<file path="src/music_consts.svh">
`ifndef MUSIC_CONSTS_SVH
`define MUSIC_CONSTS_SVH

// field widths
`define FREQ_W 10
`define BEAT_W 10
`define TPM_W 16
`define PART_W 3
`define NOTE_W 6

// apb register map
`define ADDR_CTRL 8'h00
`define ADDR_TPM 8'h04
`define ADDR_BEAT 8'h08
`define ADDR_STATUS 8'h0c

// notes per song section
`define INTRO_LEN 13
`define VERSE_LEN 16
`define CHORUS_LEN 16

`define BEAT_RESET 100 // ms per beat
`define TPM_RESET 1000 // clocks per ms

`endif

</file>
<file path="src/music_pkg.sv">
`include "music_consts.svh"

package music_pkg;

  typedef struct packed {
    logic        psel;
    logic        penable;
    logic        pwrite;
    logic [7:0]  paddr;
    logic [31:0] pwdata;
  } apb_req_t;

  typedef struct packed {
    logic [31:0] prdata;
    logic        pready;
    logic        pslverr;
  } apb_rsp_t;

  typedef struct packed {
    logic              play;
    logic [`TPM_W-1:0]  ticks_per_milli;
    logic [`BEAT_W-1:0] beat_len;
  } player_cfg_t;

  typedef struct packed {
    logic [`FREQ_W-1:0] freq; // 0 means rest
    logic [`BEAT_W-1:0] beats;
  } note_t;

  typedef enum logic [1:0] {
    SEC_INTRO,
    SEC_VERSE,
    SEC_CHORUS
  } section_e;

  typedef enum logic [1:0] {
    ST_IDLE,
    ST_FETCH,
    ST_NOTE,
    ST_GAP
  } seq_state_e;

  typedef struct packed {
    logic [`PART_W-1:0] part; // 1..6 while playing, 0 when idle
    logic [`NOTE_W-1:0] note_idx;
    logic               sounding;
  } seq_status_t;

endpackage

</file>
<file path="src/apb_regs.sv">
`include "music_consts.svh"

module apb_regs (
  input  logic                   clk,
  input  logic                   rst,
  input  music_pkg::apb_req_t    req,
  output music_pkg::apb_rsp_t    rsp,
  output music_pkg::player_cfg_t cfg,
  input  music_pkg::seq_status_t status
);

  logic        access;
  logic        addr_ok;
  logic [31:0] status_word;

  assign access  = req.psel && req.penable; // second cycle of a transfer
  assign addr_ok = req.paddr inside {`ADDR_CTRL, `ADDR_TPM, `ADDR_BEAT, `ADDR_STATUS};

  // part in 2:0, note index in 13:8, sounding in 16
  assign status_word = {15'b0, status.sounding, 2'b0, status.note_idx, 5'b0, status.part};

  always_ff @(posedge clk) begin
    if (rst) begin
      cfg.play            <= 1'b0;
      cfg.ticks_per_milli <= `TPM_W'(`TPM_RESET);
      cfg.beat_len        <= `BEAT_W'(`BEAT_RESET);
    end else if (access && req.pwrite) begin
      case (req.paddr)
        `ADDR_CTRL: cfg.play <= req.pwdata[0];
        `ADDR_TPM:  cfg.ticks_per_milli <= req.pwdata[`TPM_W-1:0];
        `ADDR_BEAT: cfg.beat_len <= req.pwdata[`BEAT_W-1:0];
        default: ; // status is read only
      endcase
    end
  end

  always_comb begin
    case (req.paddr)
      `ADDR_CTRL:   rsp.prdata = {31'b0, cfg.play};
      `ADDR_TPM:    rsp.prdata = 32'(cfg.ticks_per_milli);
      `ADDR_BEAT:   rsp.prdata = 32'(cfg.beat_len);
      `ADDR_STATUS: rsp.prdata = status_word;
      default:      rsp.prdata = 32'b0;
    endcase
    rsp.pready  = 1'b1; // no wait states
    rsp.pslverr = access && !addr_ok;
  end

endmodule

</file>
<file path="src/song_rom.sv">
`include "music_consts.svh"

module song_rom (
  input  music_pkg::section_e section,
  input  logic [`NOTE_W-1:0]  note_idx,
  output music_pkg::note_t    note
);
  import music_pkg::*;

  // entries are {freq in Hz, beats}
  always_comb begin
    note = '0;
    case (section)
      SEC_INTRO: begin
        case (note_idx)
          6'd0:  note = '{10'd554, 10'd6};  // c5s
          6'd1:  note = '{10'd622, 10'd10}; // e5f
          6'd2:  note = '{10'd622, 10'd6};
          6'd3:  note = '{10'd698, 10'd6};  // f5
          6'd4:  note = '{10'd831, 10'd1};  // a5f
          6'd5:  note = '{10'd740, 10'd1};  // f5s
          6'd6:  note = '{10'd698, 10'd1};
          6'd7:  note = '{10'd622, 10'd1};
          6'd8:  note = '{10'd554, 10'd6};
          6'd9:  note = '{10'd622, 10'd10};
          6'd10: note = '{10'd0,   10'd4};  // rest
          6'd11: note = '{10'd415, 10'd2};  // a4f
          6'd12: note = '{10'd415, 10'd10};
          default: note = '0;
        endcase
      end
      SEC_VERSE: begin
        case (note_idx)
          6'd0:  note = '{10'd0,   10'd6}; // rest
          6'd1:  note = '{10'd277, 10'd1}; // c4s
          6'd2:  note = '{10'd277, 10'd1};
          6'd3:  note = '{10'd277, 10'd1};
          6'd4:  note = '{10'd277, 10'd1};
          6'd5:  note = '{10'd311, 10'd2}; // e4f
          6'd6:  note = '{10'd0,   10'd1};
          6'd7:  note = '{10'd261, 10'd1}; // c4
          6'd8:  note = '{10'd233, 10'd1}; // b3f
          6'd9:  note = '{10'd208, 10'd5}; // a3f
          6'd10: note = '{10'd0,   10'd1};
          6'd11: note = '{10'd233, 10'd1};
          6'd12: note = '{10'd233, 10'd1};
          6'd13: note = '{10'd261, 10'd1};
          6'd14: note = '{10'd277, 10'd3};
          6'd15: note = '{10'd208, 10'd1};
          default: note = '0;
        endcase
      end
      SEC_CHORUS: begin
        case (note_idx)
          6'd0:  note = '{10'd466, 10'd1}; // b4f
          6'd1:  note = '{10'd466, 10'd1};
          6'd2:  note = '{10'd415, 10'd1}; // a4f
          6'd3:  note = '{10'd415, 10'd1};
          6'd4:  note = '{10'd698, 10'd3}; // f5
          6'd5:  note = '{10'd698, 10'd3};
          6'd6:  note = '{10'd622, 10'd6}; // e5f
          6'd7:  note = '{10'd466, 10'd1};
          6'd8:  note = '{10'd466, 10'd1};
          6'd9:  note = '{10'd415, 10'd1};
          6'd10: note = '{10'd415, 10'd1};
          6'd11: note = '{10'd622, 10'd3};
          6'd12: note = '{10'd622, 10'd3};
          6'd13: note = '{10'd554, 10'd3}; // c5s
          6'd14: note = '{10'd523, 10'd1}; // c5
          6'd15: note = '{10'd466, 10'd2};
          default: note = '0;
        endcase
      end
      default: note = '0;
    endcase
  end

endmodule

</file>
<file path="src/note_sequencer.sv">
`include "music_consts.svh"

module note_sequencer (
  input  logic                   clk,
  input  logic                   rst,
  input  music_pkg::player_cfg_t cfg,
  output music_pkg::section_e    section,
  output logic [`NOTE_W-1:0]     note_idx,
  input  music_pkg::note_t       note,
  output logic [`FREQ_W-1:0]     tone_freq,
  output music_pkg::seq_status_t status
);
  import music_pkg::*;

  localparam int DUR_W = 2 * `BEAT_W + 1; // beat_len * beats * 2

  seq_state_e           state;
  logic [`PART_W-1:0]   part;
  logic [`TPM_W-1:0]    tick_cnt;
  logic                 ms_tick;
  logic [DUR_W-1:0]     ms_cnt;
  logic [DUR_W-1:0]     limit;    // length of current note or gap in ms
  logic [DUR_W-1:0]     gap_len;
  logic [2*`BEAT_W-1:0] base_len;
  logic [DUR_W-1:0]     dur;
  logic                 ms_done;
  logic                 advance;
  logic                 last_note;

  // parts 1,2 intro; 3,5 verse; 4,6 chorus
  always_comb begin
    case (part)
      3'd3, 3'd5: section = SEC_VERSE;
      3'd4, 3'd6: section = SEC_CHORUS;
      default:    section = SEC_INTRO;
    endcase
  end

  always_comb begin
    case (section)
      SEC_VERSE:  last_note = note_idx == `NOTE_W'(`VERSE_LEN - 1);
      SEC_CHORUS: last_note = note_idx == `NOTE_W'(`CHORUS_LEN - 1);
      default:    last_note = note_idx == `NOTE_W'(`INTRO_LEN - 1);
    endcase
  end

  assign base_len = cfg.beat_len * note.beats;
  assign dur      = (section == SEC_VERSE) ? {base_len, 1'b0} : {1'b0, base_len};
  assign gap_len  = limit / DUR_W'(3);

  assign ms_tick = cfg.play && (tick_cnt == cfg.ticks_per_milli);
  assign ms_done = ms_tick && ((ms_cnt + 1'b1) >= limit);

  // move on to the next note: after a gap, after a rest, or when the gap is empty
  always_comb begin
    advance = 1'b0;
    if (ms_done) begin
      if (state == ST_GAP) advance = 1'b1;
      else if (state == ST_NOTE && (tone_freq == '0 || gap_len == '0)) advance = 1'b1;
    end
  end

  always_ff @(posedge clk) begin
    if (rst) begin
      tick_cnt <= '0;
    end else if (!cfg.play || ms_tick) begin
      tick_cnt <= '0;
    end else begin
      tick_cnt <= tick_cnt + 1'b1;
    end
  end

  always_ff @(posedge clk) begin
    if (rst || !cfg.play) begin // stop clears the player
      state     <= ST_IDLE;
      part      <= '0;
      note_idx  <= '0;
      tone_freq <= '0;
      ms_cnt    <= '0;
    end else begin
      case (state)
        ST_IDLE: begin
          state    <= ST_FETCH;
          part     <= `PART_W'(1);
          note_idx <= '0;
        end
        ST_FETCH: begin
          limit     <= dur;
          tone_freq <= note.freq;
          ms_cnt    <= '0;
          state     <= ST_NOTE;
        end
        ST_NOTE: begin
          if (ms_done) begin
            tone_freq <= '0;
            ms_cnt    <= '0;
            limit     <= gap_len;
            state     <= advance ? ST_FETCH : ST_GAP;
          end else if (ms_tick) begin
            ms_cnt <= ms_cnt + 1'b1;
          end
        end
        ST_GAP: begin
          if (ms_done) state <= ST_FETCH;
          else if (ms_tick) ms_cnt <= ms_cnt + 1'b1;
        end
        default: state <= ST_IDLE;
      endcase

      if (advance) begin
        if (last_note) begin
          note_idx <= '0;
          part     <= (part == `PART_W'(6)) ? `PART_W'(1) : part + 1'b1; // wrap after part 6
        end else begin
          note_idx <= note_idx + 1'b1;
        end
      end
    end
  end

  assign status.part     = part;
  assign status.note_idx = note_idx;
  assign status.sounding = (state == ST_NOTE) && (tone_freq != '0);

endmodule

</file>
<file path="src/tone_gen.sv">
`include "music_consts.svh"

module tone_gen (
  input  logic               clk,
  input  logic               rst,
  input  logic [`TPM_W-1:0]  ticks_per_milli,
  input  logic [`FREQ_W-1:0] freq,
  output logic               sound
);

  logic [31:0] acc;
  logic [31:0] half_period;
  logic [31:0] acc_next;

  assign half_period = 32'd500 * 32'(ticks_per_milli); // half of clocks per second
  assign acc_next    = acc + 32'(freq);

  always_ff @(posedge clk) begin
    if (rst) begin
      acc   <= '0;
      sound <= 1'b0;
    end else if (freq == '0) begin
      sound <= 1'b0; // silent, phase held
    end else if (acc >= half_period) begin
      acc   <= acc_next - half_period;
      sound <= !sound;
    end else begin
      acc <= acc_next;
    end
  end

endmodule

</file>
<file path="src/seg_display.sv">
module seg_display (
  input  music_pkg::seq_status_t status,
  output logic [7:0]             led
);

  logic [3:0] digit;

  assign digit = 4'(status.part);

  // segment bits 6..0 are g f e d c b a
  always_comb begin
    case (digit)
      4'd0:    led[6:0] = 7'b0000000; // blank when idle
      4'd1:    led[6:0] = 7'b0000110;
      4'd2:    led[6:0] = 7'b1011011;
      4'd3:    led[6:0] = 7'b1001111;
      4'd4:    led[6:0] = 7'b1100110;
      4'd5:    led[6:0] = 7'b1101101;
      4'd6:    led[6:0] = 7'b1111100;
      4'd7:    led[6:0] = 7'b0000111;
      4'd8:    led[6:0] = 7'b1111111;
      4'd9:    led[6:0] = 7'b1100111;
      default: led[6:0] = 7'b0000000;
    endcase
  end

  assign led[7] = status.sounding; // dot while a note plays

endmodule

</file>
<file path="src/music_player.sv">
`include "music_consts.svh"

module music_player (
  input  logic                clk,
  input  logic                rst,
  input  music_pkg::apb_req_t apb_req,
  output music_pkg::apb_rsp_t apb_rsp,
  output logic                sound,
  output logic [7:0]          led
);
  import music_pkg::*;

  player_cfg_t        cfg;
  seq_status_t        status;
  section_e           section;
  logic [`NOTE_W-1:0] note_idx;
  note_t              note;
  logic [`FREQ_W-1:0] tone_freq;

  apb_regs u_apb_regs (
    .clk    (clk),
    .rst    (rst),
    .req    (apb_req),
    .rsp    (apb_rsp),
    .cfg    (cfg),
    .status (status)
  );

  note_sequencer u_note_sequencer (
    .clk       (clk),
    .rst       (rst),
    .cfg       (cfg),
    .section   (section),
    .note_idx  (note_idx),
    .note      (note),
    .tone_freq (tone_freq),
    .status    (status)
  );

  song_rom u_song_rom (
    .section  (section),
    .note_idx (note_idx),
    .note     (note)
  );

  tone_gen u_tone_gen (
    .clk             (clk),
    .rst             (rst),
    .ticks_per_milli (cfg.ticks_per_milli),
    .freq            (tone_freq),
    .sound           (sound)
  );

  seg_display u_seg_display (
    .status (status),
    .led    (led)
  );

endmodule

</file>
<file path="config.mk">
export PLATFORM = sky130hd
export DESIGN_NAME = music_player
export DESIGN_NICKNAME = d
export VERILOG_FILES = /design/src/music_pkg.sv /design/src/apb_regs.sv /design/src/song_rom.sv /design/src/note_sequencer.sv /design/src/tone_gen.sv /design/src/seg_display.sv /design/src/music_player.sv
export VERILOG_INCLUDE_DIRS = /design/src
export SDC_FILE = /design/constraint.sdc
export NUM_CORES = 1
export LEC_CHECK = 0
export ABC_AREA = 1
export BUFFER_PORTS_ARGS = -buffer_cell sky130_fd_sc_hd__buf_2
export CORE_ASPECT_RATIO = 1.75
export CORE_MARGIN = 4
export CORE_UTILIZATION = 60
export DETAILED_ROUTE_END_ITERATION = 10
export GPL_TIMING_DRIVEN = 0
export PLACE_DENSITY = 0.79
export RECOVER_POWER = 100
export SYNTH_ARGS = -nofsm -noshare
export SYNTH_HDL_FRONTEND = slang
export SYNTH_SLANG_ARGS = --single-unit
export TNS_END_PERCENT = 5
</file>
<file path="constraint.sdc">
create_clock -name clk -period 18.2 [get_ports clk]
set_input_delay 1.82 -clock clk [delete_from_list [all_inputs] [get_ports clk]]
set_output_delay 1.82 -clock clk [all_outputs]
set_load 0.01 [all_outputs]
</file>
Word-level counts from Yosys, hierarchy flattened. Memories as Yosys holds them, arrays and structs flattened. A register that Yosys moved wholly into a read port is not among the register bits. Cells that the tools add are included.

Register bits: 139. ROM bits: 720. Memories kept: 4.

$add $sub $neg: 6. Multipliers: 2. Div/mod/pow operators: 1. Order comparisons: 2. Eq/ne operators: 18. Muxes and demuxes: 38. Bitwise gates (word level): 1. Reductions and logical operators: 36.

Memory list: (name not given) (words 16, bits a word 14, read ports 1, clocked after memory_dff 1, wr ports 0, RTL line song_rom.sv:15) `case (note_idx)`; (name not given) (words 16, bits a word 12, read ports 1, clocked after memory_dff 1, wr ports 0, RTL line song_rom.sv:33) `case (note_idx)`; (name not given) (words 16, bits a word 12, read ports 1, clocked after memory_dff 1, wr ports 0, RTL line song_rom.sv:54) `case (note_idx)`; (name not given) (words 16, bits a word 7, read ports 1, clocked after memory_dff 1, wr ports 0, RTL line seg_display.sv:12) `case (digit)`.

Operators with widths (number): $mux 21 (5); $pmux 17 s4 (1); $pmux 21 s3 (1); $mux 20 (3); $pmux 20 s3 (1); $pmux 21 s2 (1); $add 32x10->32 (1); $ge 32x25->1 (1); $mux 32 (1); $sub 32x25->32 (1); $mux 4 (7); $mul 7x16->23 const A (1); $add 21x1->21 const B (1); $div 21x2->21 const B (1); $ge 21x21->1 (1); $logic_not 21->1 (1); $mul 10x10->20 (1); $pmux 10 s2 (1); $mux 6 (3); $add 16x1->16 const B (1); $eq 16x16->1 (1); $eq 8x4->1 const B (2); $eq 6x4->1 const B (2); $mux 3 (4); other kinds (28) (61).

Depth between registers and ports, before layout. Gate-level depths: netlist of the first run.

Depth in word-level cells: 10. Mapped depth: 59. Depth with buffers taken out: 58.

Hierarchy. Synthesis of the first run repeated with hierarchy kept, for this count alone.

Cells, all modules: 2702. Area total of the unflattened synthesis: 18753.0 um2.

By module, submodules not included: note_sequencer (times used 1, cells an instance 1225, area each 8914.8 um2, sequential area each 1791.7 um2); tone_gen (times used 1, cells an instance 1030, area each 7109.3 um2, sequential area each 660.6 um2); apb_regs (times used 1, cells an instance 259, area each 1622.8 um2, sequential area each 540.5 um2); song_rom (times used 1, cells an instance 166, area each 991.0 um2, sequential area each 0.0 um2); seg_display (times used 1, cells an instance 22, area each 115.1 um2, sequential area each 0.0 um2).

Least setup slack after synthesis of the first run. No wires, ideal clock.

Path kind: reg-to-reg. Start point: register, netlist name u_apb_regs.cfg[12]. End point: register u_tone_gen.acc[18]. Setup time: 0.136 ns. Data arrival time: 6.556 ns. Slack: 11.508 ns. Cell stages (with the launch flop): 37. Path buffers: 2. Period minus slack after synthesis: 6.692 ns. Cells stage by stage: dfxtp_1 -> fa_1 -> inv_1 -> fa_1 -> fa_1 -> inv_1 -> fa_1 -> ha_1 -> o21ai_0 -> nand2_1 -> a21oi_1 -> o21bai_1 -> a21oi_1 -> o21bai_1 -> a21oi_1 -> o21bai_1 -> a21oi_1 -> o21bai_1 -> a21oi_1 -> o21bai_1 -> a21o_1 -> a21oi_1 -> o21bai_1 -> a21oi_1 -> xor2_1 -> ha_1 -> nand2_1 -> nor3_1 -> nand3_1 -> nor3_1 -> a221oi_1 -> nand2_1 -> clkbuf_1 -> clkbuf_1 -> o21ai_0 -> o21ai_0 -> o22ai_1.

Longest elaborated chain between the ends: 3.

RTL lines: $mul 7x16->23 (*) (RTL line tone_gen.sv:15) `assign half_period = 32'd500 * 32'(ticks_per_milli);`; $sub 32x25->32 / $ge 32x25->1 (equally long branches) (RTL line tone_gen.sv:25, tone_gen.sv:24); $mux 32 (*) (RTL line tone_gen.sv:24) `end else if (acc >= half_period) begin`; end signal, assigned (RTL line tone_gen.sv:25) `acc <= acc_next - half_period;`; end signal, assigned (RTL line tone_gen.sv:28) `acc <= acc_next;`; end, declared (RTL line tone_gen.sv:11) `logic [31:0] acc;`.

Every way passes the cells marked *; elsewhere a longest branch is shown, timed or not. A chain may end at the register's enable or synchronous reset.

Worst setup path after layout of the first run.
Start point: register, netlist name u_apb_regs.cfg[10]. End point: register u_tone_gen.acc[18].

Longest elaborated chain between the ends: 3.

RTL lines (RTL line): $mul 7x16->23 (*) (tone_gen.sv:15); $sub 32x25->32 / $ge 32x25->1 (equally long branches) (tone_gen.sv:25, tone_gen.sv:24); $mux 32 (*) (tone_gen.sv:24).

Marked as above.

==> results of run 1 <==
-- final timing paths --
check                                from                            to  slack (ns)  depth (start not counted)
min reg2reg  u_note_sequencer.tick_cnt[0]  u_note_sequencer.tick_cnt[0]        0.46                          1
max                    u_apb_regs.cfg[10]            u_tone_gen.acc[18]       10.06                         36
max reg2reg            u_apb_regs.cfg[10]            u_tone_gen.acc[18]       10.06                         36
min          u_note_sequencer.tick_cnt[0]  u_note_sequencer.tick_cnt[0]        0.46                          1
-- power groups by stage --
| stage | registers [mW] | logic, mW | clock network, mW |
|---|---|---|---|
| 6_report | 0.386 | 0.0246 | 0.391 |
| 5_1_grt | 0.386 | 0.0267 | 0.413 |
| 4_1_cts | 0.386 | 0.0241 | 0.395 |
| 3_5_place_dp | 0.395 | 0.0240 | 0 |
| 3_3_place_gp | 0.395 | 0.0234 | 0 |
| 2_1_floorplan | 0.395 | 0.0150 | 0 |
-- critical path: cells and delay by family (launching register included) --
kind	cells	cell delay, ns
DFF	1	0.64
adders and majority gates	6	2.60
buffers and inverters	4	1.16
xor gates and xnor gates	1	0.18
AOI/OAI and AO/OA	19	2.57
and+or+nand+nor	6	0.85
-- Yosys cell counts (all sizes together) (10+ instances only) --
master	count	area share [%]
inv	303	7.3
a21oi	145	4.6
nor4	14	0.56
nand2	478	12
fa	71	9.1
nand4	30	1.2
a31oi	10	0.40
dfxtp	157	20
clkbuf	35	0.84
nand3	110	3.9
xor2	71	4.0
nor3	31	0.99
buf	27	1.2
o21bai	18	0.91
edfxtp	17	3.3
o21ai	127	4.3
xnor2	26	1.5
o211ai	31	1.5
nor2	112	2.9
o22ai	17	0.68
o221ai	19	1.1
ha	186	15
-- layout by cell type, fill, tap and decap left out, drive strengths merged, types with 3 or more instances in the layout --
| master | instances |
|---|---|
| o21ai | 127 |
| nor2 | 112 |
| a21o | 5 |
| o2111ai | 7 |
| clkbuf | 83 |
| dfxtp | 157 |
| o221ai | 19 |
| o22ai | 17 |
| ha | 186 |
| edfxtp | 17 |
| a31oi | 10 |
| nand2 | 478 |
| o211ai | 31 |
| nor3b | 7 |
| clkinv | 13 |
| xnor2 | 26 |
| xor2 | 71 |
| nand4 | 30 |
| conb | 16 |
| o21bai | 18 |
| buf | 51 |
| nand3 | 110 |
| nand3b | 5 |
| a21oi | 145 |
| inv | 308 |
| fa | 71 |
| or2 | 8 |
| a211oi | 3 |
| a221oi | 4 |
| nor4 | 14 |
| nor3 | 31 |
-- metal layers --
layer | global-route usage (%) | vias up
met2 | 56.77 | 464
met4 | 22.25 | 0
met5 | 0 | -
met3 | 4.219 | 188
li1 | - | 7129
met1 | 29.00 | 6868
-- cell families (layout without fill, tap and decap cells) --
family	after synthesis	in the layout	synth area share [%]
AND/OR/NAND/NOR	799	799	22.61
AO/OA/AOI/OAI	398	398	15.09
buffers and inverters	371	458	9.508
adder cells (fa/ha/maj)	257	257	23.96
flip-flops	174	174	23.35
XOR/XNOR	97	97	5.430
other	2	16	0.04800
-- per-stage QoR --
stage	setup slack (ns)	util, %
2_1_floorplan	11.51	-
3_3_place_gp	10.27	63.29
3_5_place_dp	10.10	63.29
4_1_cts	10.07	65.71
5_1_grt	9.162	65.37
6_report	10.06	65.37
-- final cells by class --
type                    instances  share of cell area [%]
plain buffers                  62                   1.850
multi-input cells            1567                   62.17
inverters                     309                   6.868
clock buffers                  17                   2.516
well taps                     320                   2.368
repair buffers                 55                   1.428
flip-flops and latches        174                   21.61
clock inverters                15                   1.184
==> impl_metrics.toml, run 1 <==
[global_routing]
grt_pass1_vias = 14810
grt_max_degree = 19
grt_pass1_wl_um = 69890
track_usage_pct = 30.39
antenna_found_initial = 0
overflow = 0

[worst_setup_path]
worstSetupStartpointType = "register"
critical_path.slowest_cell = "dfxtp_1"
max_stage_delay_ns = 0.64
cp_data_arrival_time_ns = 8.47
end_kind = "register"
cp_max_fo = 10
crit_type = "register to register"
crit_top_cell = "a21oi_1"
required_ns = 18.53

[placement]
dp.cells = 2486
placed_cell_area_mm2 = 0.01637
gp_routability_congestion = 0.9599
io_buffers = 54
hpwl_um = 34940

[power]
vdd_drop_max_v = 0.00006927
power.leakage_nw = 8.242
combPwrFrac_pct = 3.1
p_int_mw = 0.6047
power_switching_mw = 0.1967
p_clk_share_pct = 48.8
power_density_mw_per_mm2 = 47.41
fin_total_pwr_mw = 0.8014
swShare_pct = 24.55
power_frac_seq_pct = 48.1

[sta]
period_needed_ns = 8.141
hold_ws_ns = 0.4626
rsz0062_at_grt = "false"
clock.fmax_mhz = 122.8
tightest_slew_ns = 1.312
finClkSkew_ns = 0.01488
hold_violations = 0
final.period_utilization_pct = 44.73
slew_viol_final = 0
fin_setup_tns_ns = 0
slew_headroom_pct = 12.18
final-setup-viol-count = 0

[synth]
synth_area_mm2 = 0.01565
ys_seq_elements = 174
synth-edff-count = 17
syn_avg_cell_area_um2 = 7.458
synthDistinctLibCells = 56
synthCells = 2098
ys_dominant_reg_cell = "dfxtp_1"
synthArstFlopShare_pct = 0
synth-seq-area-share_pct = 23.35
yosys_warnings = 0

[clock_tree]
clockBufferDepth = 2
clock_latency_ns = 0.47
hold_buffers = 0
cts-resized-gates = 0
cts_tree = "yes"
clockRootBuffer = "clkbuf_16"
cts-buffers-inserted = 17
clk_pin_slew_worst_paths_ns = 0.08
post_cts_buffers = 0
cts.sinks = 174
ctsHtreeMaxLevel = 4

[drt]
initialDrtViolationCount = 836
wl_met2_um = 23210
wirelength_um = 42780
via_per_inst = 5.815
wl_met3_um = 1586
remaining_drc_errors = 0
drt_first_pass_iters = 7
top_layer_used = "met4"
via_count = 14650
ant_nets = 0
wl_per_cell_um = 16.98
met1_length_um = 14370

[floorplan]
rows = 78
die_w_um = 130.1
io_pins = 88
start_util_pct = 60.50
core_area_mm2 = 0.02586
die_area_mm2 = 0.02883
die_y_um = 221.6

[finish]
fin_cells = 2519
final_layout_size_suffix_gt1_share_pct = 6.139
fillers = 2266
nets = 2488
area_growth_pct = 8.045
n_antenna_cell = 0
seq_area_mm2 = 0.003654
final_area_mm2 = 0.01691
multi_input_area_mm2 = 0.01051

[worst_hold_path]
hold_class = "register to register"

[run]
maxCapViolCount = 0

[run_status]
status = "completed"
Power figures use the tool's default switching activity.
==> inputs of run 2 (changes only) <==
clock period = 8.03 ns   (was 18.2 ns; I/O delays follow)
==> impl_metrics.toml, run 2 (synthesis gave the netlist of run 1 again) <==
[finish]
n_antenna_cell = 0
fin_cells = 2519
nets = 2488
final_common_cell = "nand2_1"
layout_common_cells = "nand2_1, inv_1, ha_1"
final_area_mm2 = 0.01696
final_util_pct = 65.56
final_layout_size_suffix_gt1_share_pct = 6.912
area_growth_pct = 8.365

[sta]
final-setup-viol-count = 0
period_needed_ns = 7.517
tightest_slew_ns = 1.320
hold_violations = 0
hold_ws_ns = 0.4625
clock.fmax_mhz = 133.0
slew_headroom_pct = 11.68
final.period_utilization_pct = 93.61
finClkSkew_ns = 0.01648
rsz0062_at_grt = "false"
slew_viol_final = 0
setup_ws_ns = 0.5135

[global_routing]
grt_pass1_wl_um = 69900
grt_pass1_vias = 14820
grt_max_degree = 19
track_usage_pct = 30.40
overflow = 0
antenna_found_initial = 0

[placement]
dp.cells = 2486
gp_routability_congestion = 0.9599
placed_cell_area_mm2 = 0.01637
hpwl_um = 34940
io_buffers = 54
pre_cts_ws_ns = -0.07313

[worst_setup_path]
r2r_start = "u_apb_regs.cfg[10]"
reg2reg_slack_ns = 0.51
cp_data_arrival_time_ns = 7.84
crit_family = "adder cells"
critical_path_buf_inv_count = 4
required_ns = 8.35
cp_max_fo = 10
max_stage_delay_ns = 0.59
r2r-end = "u_tone_gen.acc[13]"
reg2regPathDepth = 36
crit_top_cell = "a21oi_1"
critical_path.slowest_cell = "fa_1"
end_kind = "register"
crit_type = "register to register"
worstSetupStartpointType = "register"

[floorplan]
die_area_mm2 = 0.02883
die_y_um = 221.6
io_pins = 88
rows = 78
core_area_mm2 = 0.02586
start_util_pct = 60.50
die_w_um = 130.1

[drt]
via_per_inst = 5.805
remaining_drc_errors = 0
wl_per_cell_um = 17.02
initialDrtViolationCount = 838
drt_first_pass_iters = 6
via_count = 14620
wirelength_um = 42870
ant_nets = 0

[worst_hold_path]
hold_end = "u_note_sequencer.tick_cnt[0]"
holdCritStartpoint = "u_note_sequencer.tick_cnt[0]"
hold_class = "register to register"
hold_path_depth = 1

[power]
vdd_drop_max_v = 0.0001582
power.leakage_nw = 8.287
power_density_mw_per_mm2 = 107.3

[clock_tree]
clock_latency_ns = 0.47
cts_tree = "yes"
cts.sinks = 174
clockBufferDepth = 2
clk_pin_slew_worst_paths_ns = 0.07
ctsHtreeMaxLevel = 4
clockRootBuffer = "clkbuf_16"
cts-buffers-inserted = 17

[run_status]
status = "completed"

[run]
maxCapViolCount = 0
[run 2: cell type report]
class	count	area (um^2)
Inverter	309	1161
Multi-Input combinational cell	1567	10540
Buffer	62	329.1
Tap cell	320	400.4
Clock buffer	17	425.4
Timing Repair Buffer	55	241.5
Fill cell	2261	8907
Clock inverter	15	200.2
Sequential cell	174	3657
[run 2: metrics by stage]
stage          power (mW)  TNS, ns
2_1_floorplan      0.9284        0
3_3_place_gp       0.9475        0
3_5_place_dp       0.9489  -0.1585
4_1_cts             1.824        0
5_1_grt             1.871        0
6_report            1.820        0
[run 2: what timing repair did]
action,4_1_cts,5_1_grt
hold buffers,0,0
buffers inserted,0,0
resized for setup,1,14
setup endpoints to repair,8,27
[run 2: power breakdown]
group / switching, mW / internal (mW)
logic: 0.0346 / 0.0210
clock network: 0.414 / 0.476
registers: 0.000278 / 0.874
total: 0.449 / 1.37
[run 2: worst max-delay path by stage]
| stage | slack, ns | to | cells past startpoint | start |
|---|---|---|---|---|
| 3_3_place_gp | 0.10 | u_tone_gen.acc[18] | 36 | u_apb_regs.cfg[10] |
| 2_1_floorplan | 1.34 | u_tone_gen.acc[18] | 36 | u_apb_regs.cfg[12] |
| 4_1_cts | 0.05 | u_tone_gen.acc[14] | 36 | u_apb_regs.cfg[12] |
| 3_5_place_dp | -0.07 | u_tone_gen.acc[18] | 36 | u_apb_regs.cfg[12] |
| 5_1_grt | 0.02 | u_tone_gen.acc[31] | 37 | u_apb_regs.cfg[10] |
| 6_report | 0.51 | u_tone_gen.acc[13] | 36 | u_apb_regs.cfg[10] |
[run 2: per-layer routing]
metal	share of wire, %	vias to the layer above	GRT usage [%]
met5	0	-	0
met4	8.4	0	22.25
met1	34	6835	29.00
met3	3.7	194	4.219
li1	-	7135	-
met2	54	459	56.78
==> inputs of run 3 (changes only) <==
==> constraint.sdc (replaced) <==
create_clock -name clk -period 8.03 [get_ports clk]
set_input_delay 0 -clock clk [delete_from_list [all_inputs] [get_ports clk]]
set_output_delay 0 -clock clk [all_outputs]
set_load 0.01 [all_outputs]
==> impl_metrics.toml, run 3 (synthesis gave the netlist of run 1 again) <==
[power]
power_frac_seq_pct = 47.8
power_density_mw_per_mm2 = 106.6
vdd_drop_max_v = 0.0001570
power.leakage_nw = 8.382
fin_total_pwr_mw = 1.830
combPwrFrac_pct = 3.5
p_clk_share_pct = 48.7
p_int_mw = 1.377
power_switching_mw = 0.4529
swShare_pct = 24.75

[sta]
tightest_slew_ns = 1.332
hold_violations = 0
slew_viol_final = 0
setup_ws_ns = 0.5288
final.period_utilization_pct = 93.41
final-setup-viol-count = 0
clock.fmax_mhz = 133.3
slew_headroom_pct = 10.85
rsz0062_at_grt = "false"
finClkSkew_ns = 0.01942
period_needed_ns = 7.501
hold_ws_ns = 0.1175

[floorplan]
die_area_mm2 = 0.02883
rows = 78
die_w_um = 130.1
start_util_pct = 60.50
io_pins = 88
die_y_um = 221.6
core_area_mm2 = 0.02586

[clock_tree]
clock_latency_ns = 0.47
clk_pin_slew_worst_paths_ns = 0.07
clockBufferDepth = 2
ctsHtreeMaxLevel = 4
clockRootBuffer = "clkbuf_16"
cts_tree = "yes"
cts-buffers-inserted = 17
cts.sinks = 174

[placement]
dp.cells = 2486
pre_cts_ws_ns = -0.07313
gp_routability_congestion = 0.9599
io_buffers = 54
hpwl_um = 34940

[drt]
wl_per_cell_um = 17.26
wirelength_um = 43840
initialDrtViolationCount = 919
via_per_inst = 5.842
ant_nets = 0
remaining_drc_errors = 0
drt_first_pass_iters = 6
via_count = 14840

[worst_setup_path]
critical_path.slowest_cell = "fa_1"
r2r_start = "u_apb_regs.cfg[10]"
crit_top_cell = "a21oi_1"
r2r-end = "u_tone_gen.acc[13]"
worstSetupStartpointType = "register"
reg2reg_slack_ns = 0.53
cp_data_arrival_time_ns = 7.82
required_ns = 8.35
reg2regPathDepth = 36
end_kind = "register"
crit_type = "register to register"
critPathLaunch = "u_apb_regs.cfg[10]"
max_stage_delay_ns = 0.60
cp_max_fo = 10
worstSetupEndpoint = "u_tone_gen.acc[13]"

[global_routing]
grt_pass1_wl_um = 71150
antenna_found_initial = 0
overflow = 0
track_usage_pct = 30.98
grt_max_degree = 19
grt_pass1_vias = 15000

[finish]
n_antenna_cell = 0
multi_input_area_mm2 = 0.01054
final_common_cell = "nand2_1"
nets = 2509
fin_cells = 2540
fillers = 2221
area_growth_pct = 9.716
final_layout_size_suffix_gt1_share_pct = 6.892
layout_common_cells = "nand2_1, inv_1, ha_1"
seq_area_mm2 = 0.003657
final_util_pct = 66.38

[run]
maxCapViolCount = 0

[worst_hold_path]
hold_class = "primary input to register"

[run_status]
status = "completed"
run 3: repair_timing:
action / CTS / global route
endpoints found under the hold margin: 27 / 0
gates resized for setup: 1 / 14
buffers inserted: 0 / 0
pin swaps: 0 / 0
hold buffers: 21 / 0
setup endpoints to repair: 8 / 27
run 3: worst min path at each step:
stage / slack (ns) / startpoint / cells past startpoint / to
3_5_place_dp: 0.25 / apb_req[5] / 3 / u_apb_regs.cfg[15]
2_1_floorplan: 0.12 / apb_req[42] / 2 / apb_rsp[0]
6_report: 0.12 / rst / 2 / u_tone_gen.acc[26]
5_1_grt: 0.10 / rst / 2 / u_tone_gen.acc[26]
4_1_cts: 0.09 / rst / 2 / u_tone_gen.acc[26]
3_3_place_gp: 0.25 / apb_req[5] / 3 / u_apb_regs.cfg[5]
run 3: stage by stage:
stage / cell area [um^2] / setup TNS [ns]
floorplan: 15700 / 0
global placement: 16370 / 0
detailed placement: 16370 / -0.1585
CTS: 17210 / 0
global route: 17170 / 0
finish: 17170 / 0
run 3: cell type report:
class / instances / share of cell area (%)
clock inverters: 15 / 1.166
clock buffers: 17 / 2.478
well taps: 320 / 2.332
inverters: 309 / 6.764
repair buffers: 76 / 2.638
multi-input cells: 1567 / 61.40
plain buffers: 62 / 1.917
flip-flops and latches: 174 / 21.30
run 3: power groups by stage:
stage          Clock [mW]  Sequential [mW]  Combinational [mW]
2_1_floorplan           0            0.894              0.0340
5_1_grt             0.937            0.874              0.0698
3_3_place_gp            0            0.894              0.0531
4_1_cts             0.895            0.874              0.0623
3_5_place_dp            0            0.894              0.0545
6_report            0.891            0.874              0.0649
run 3: layer usage:
layer	routed length [um]	track usage [%]	vias to the layer above
met5	0	0	-
met4	3770	23.05	0
met3	1660	4.364	212
met2	23620	57.65	470
met1	14790	29.54	6977
li1	-	-	7180
run 3: worst max-delay path: cells and delay by family, from the launching register on:
| family | cells | cell delay (ns) |
|---|---|---|
| fa+ha+maj | 6 | 2.73 |
| compound gates | 17 | 2.27 |
| buf+inv | 4 | 0.72 |
| flops | 1 | 0.41 |
| simple gates | 8 | 1.07 |
| xor+xnor | 1 | 0.18 |
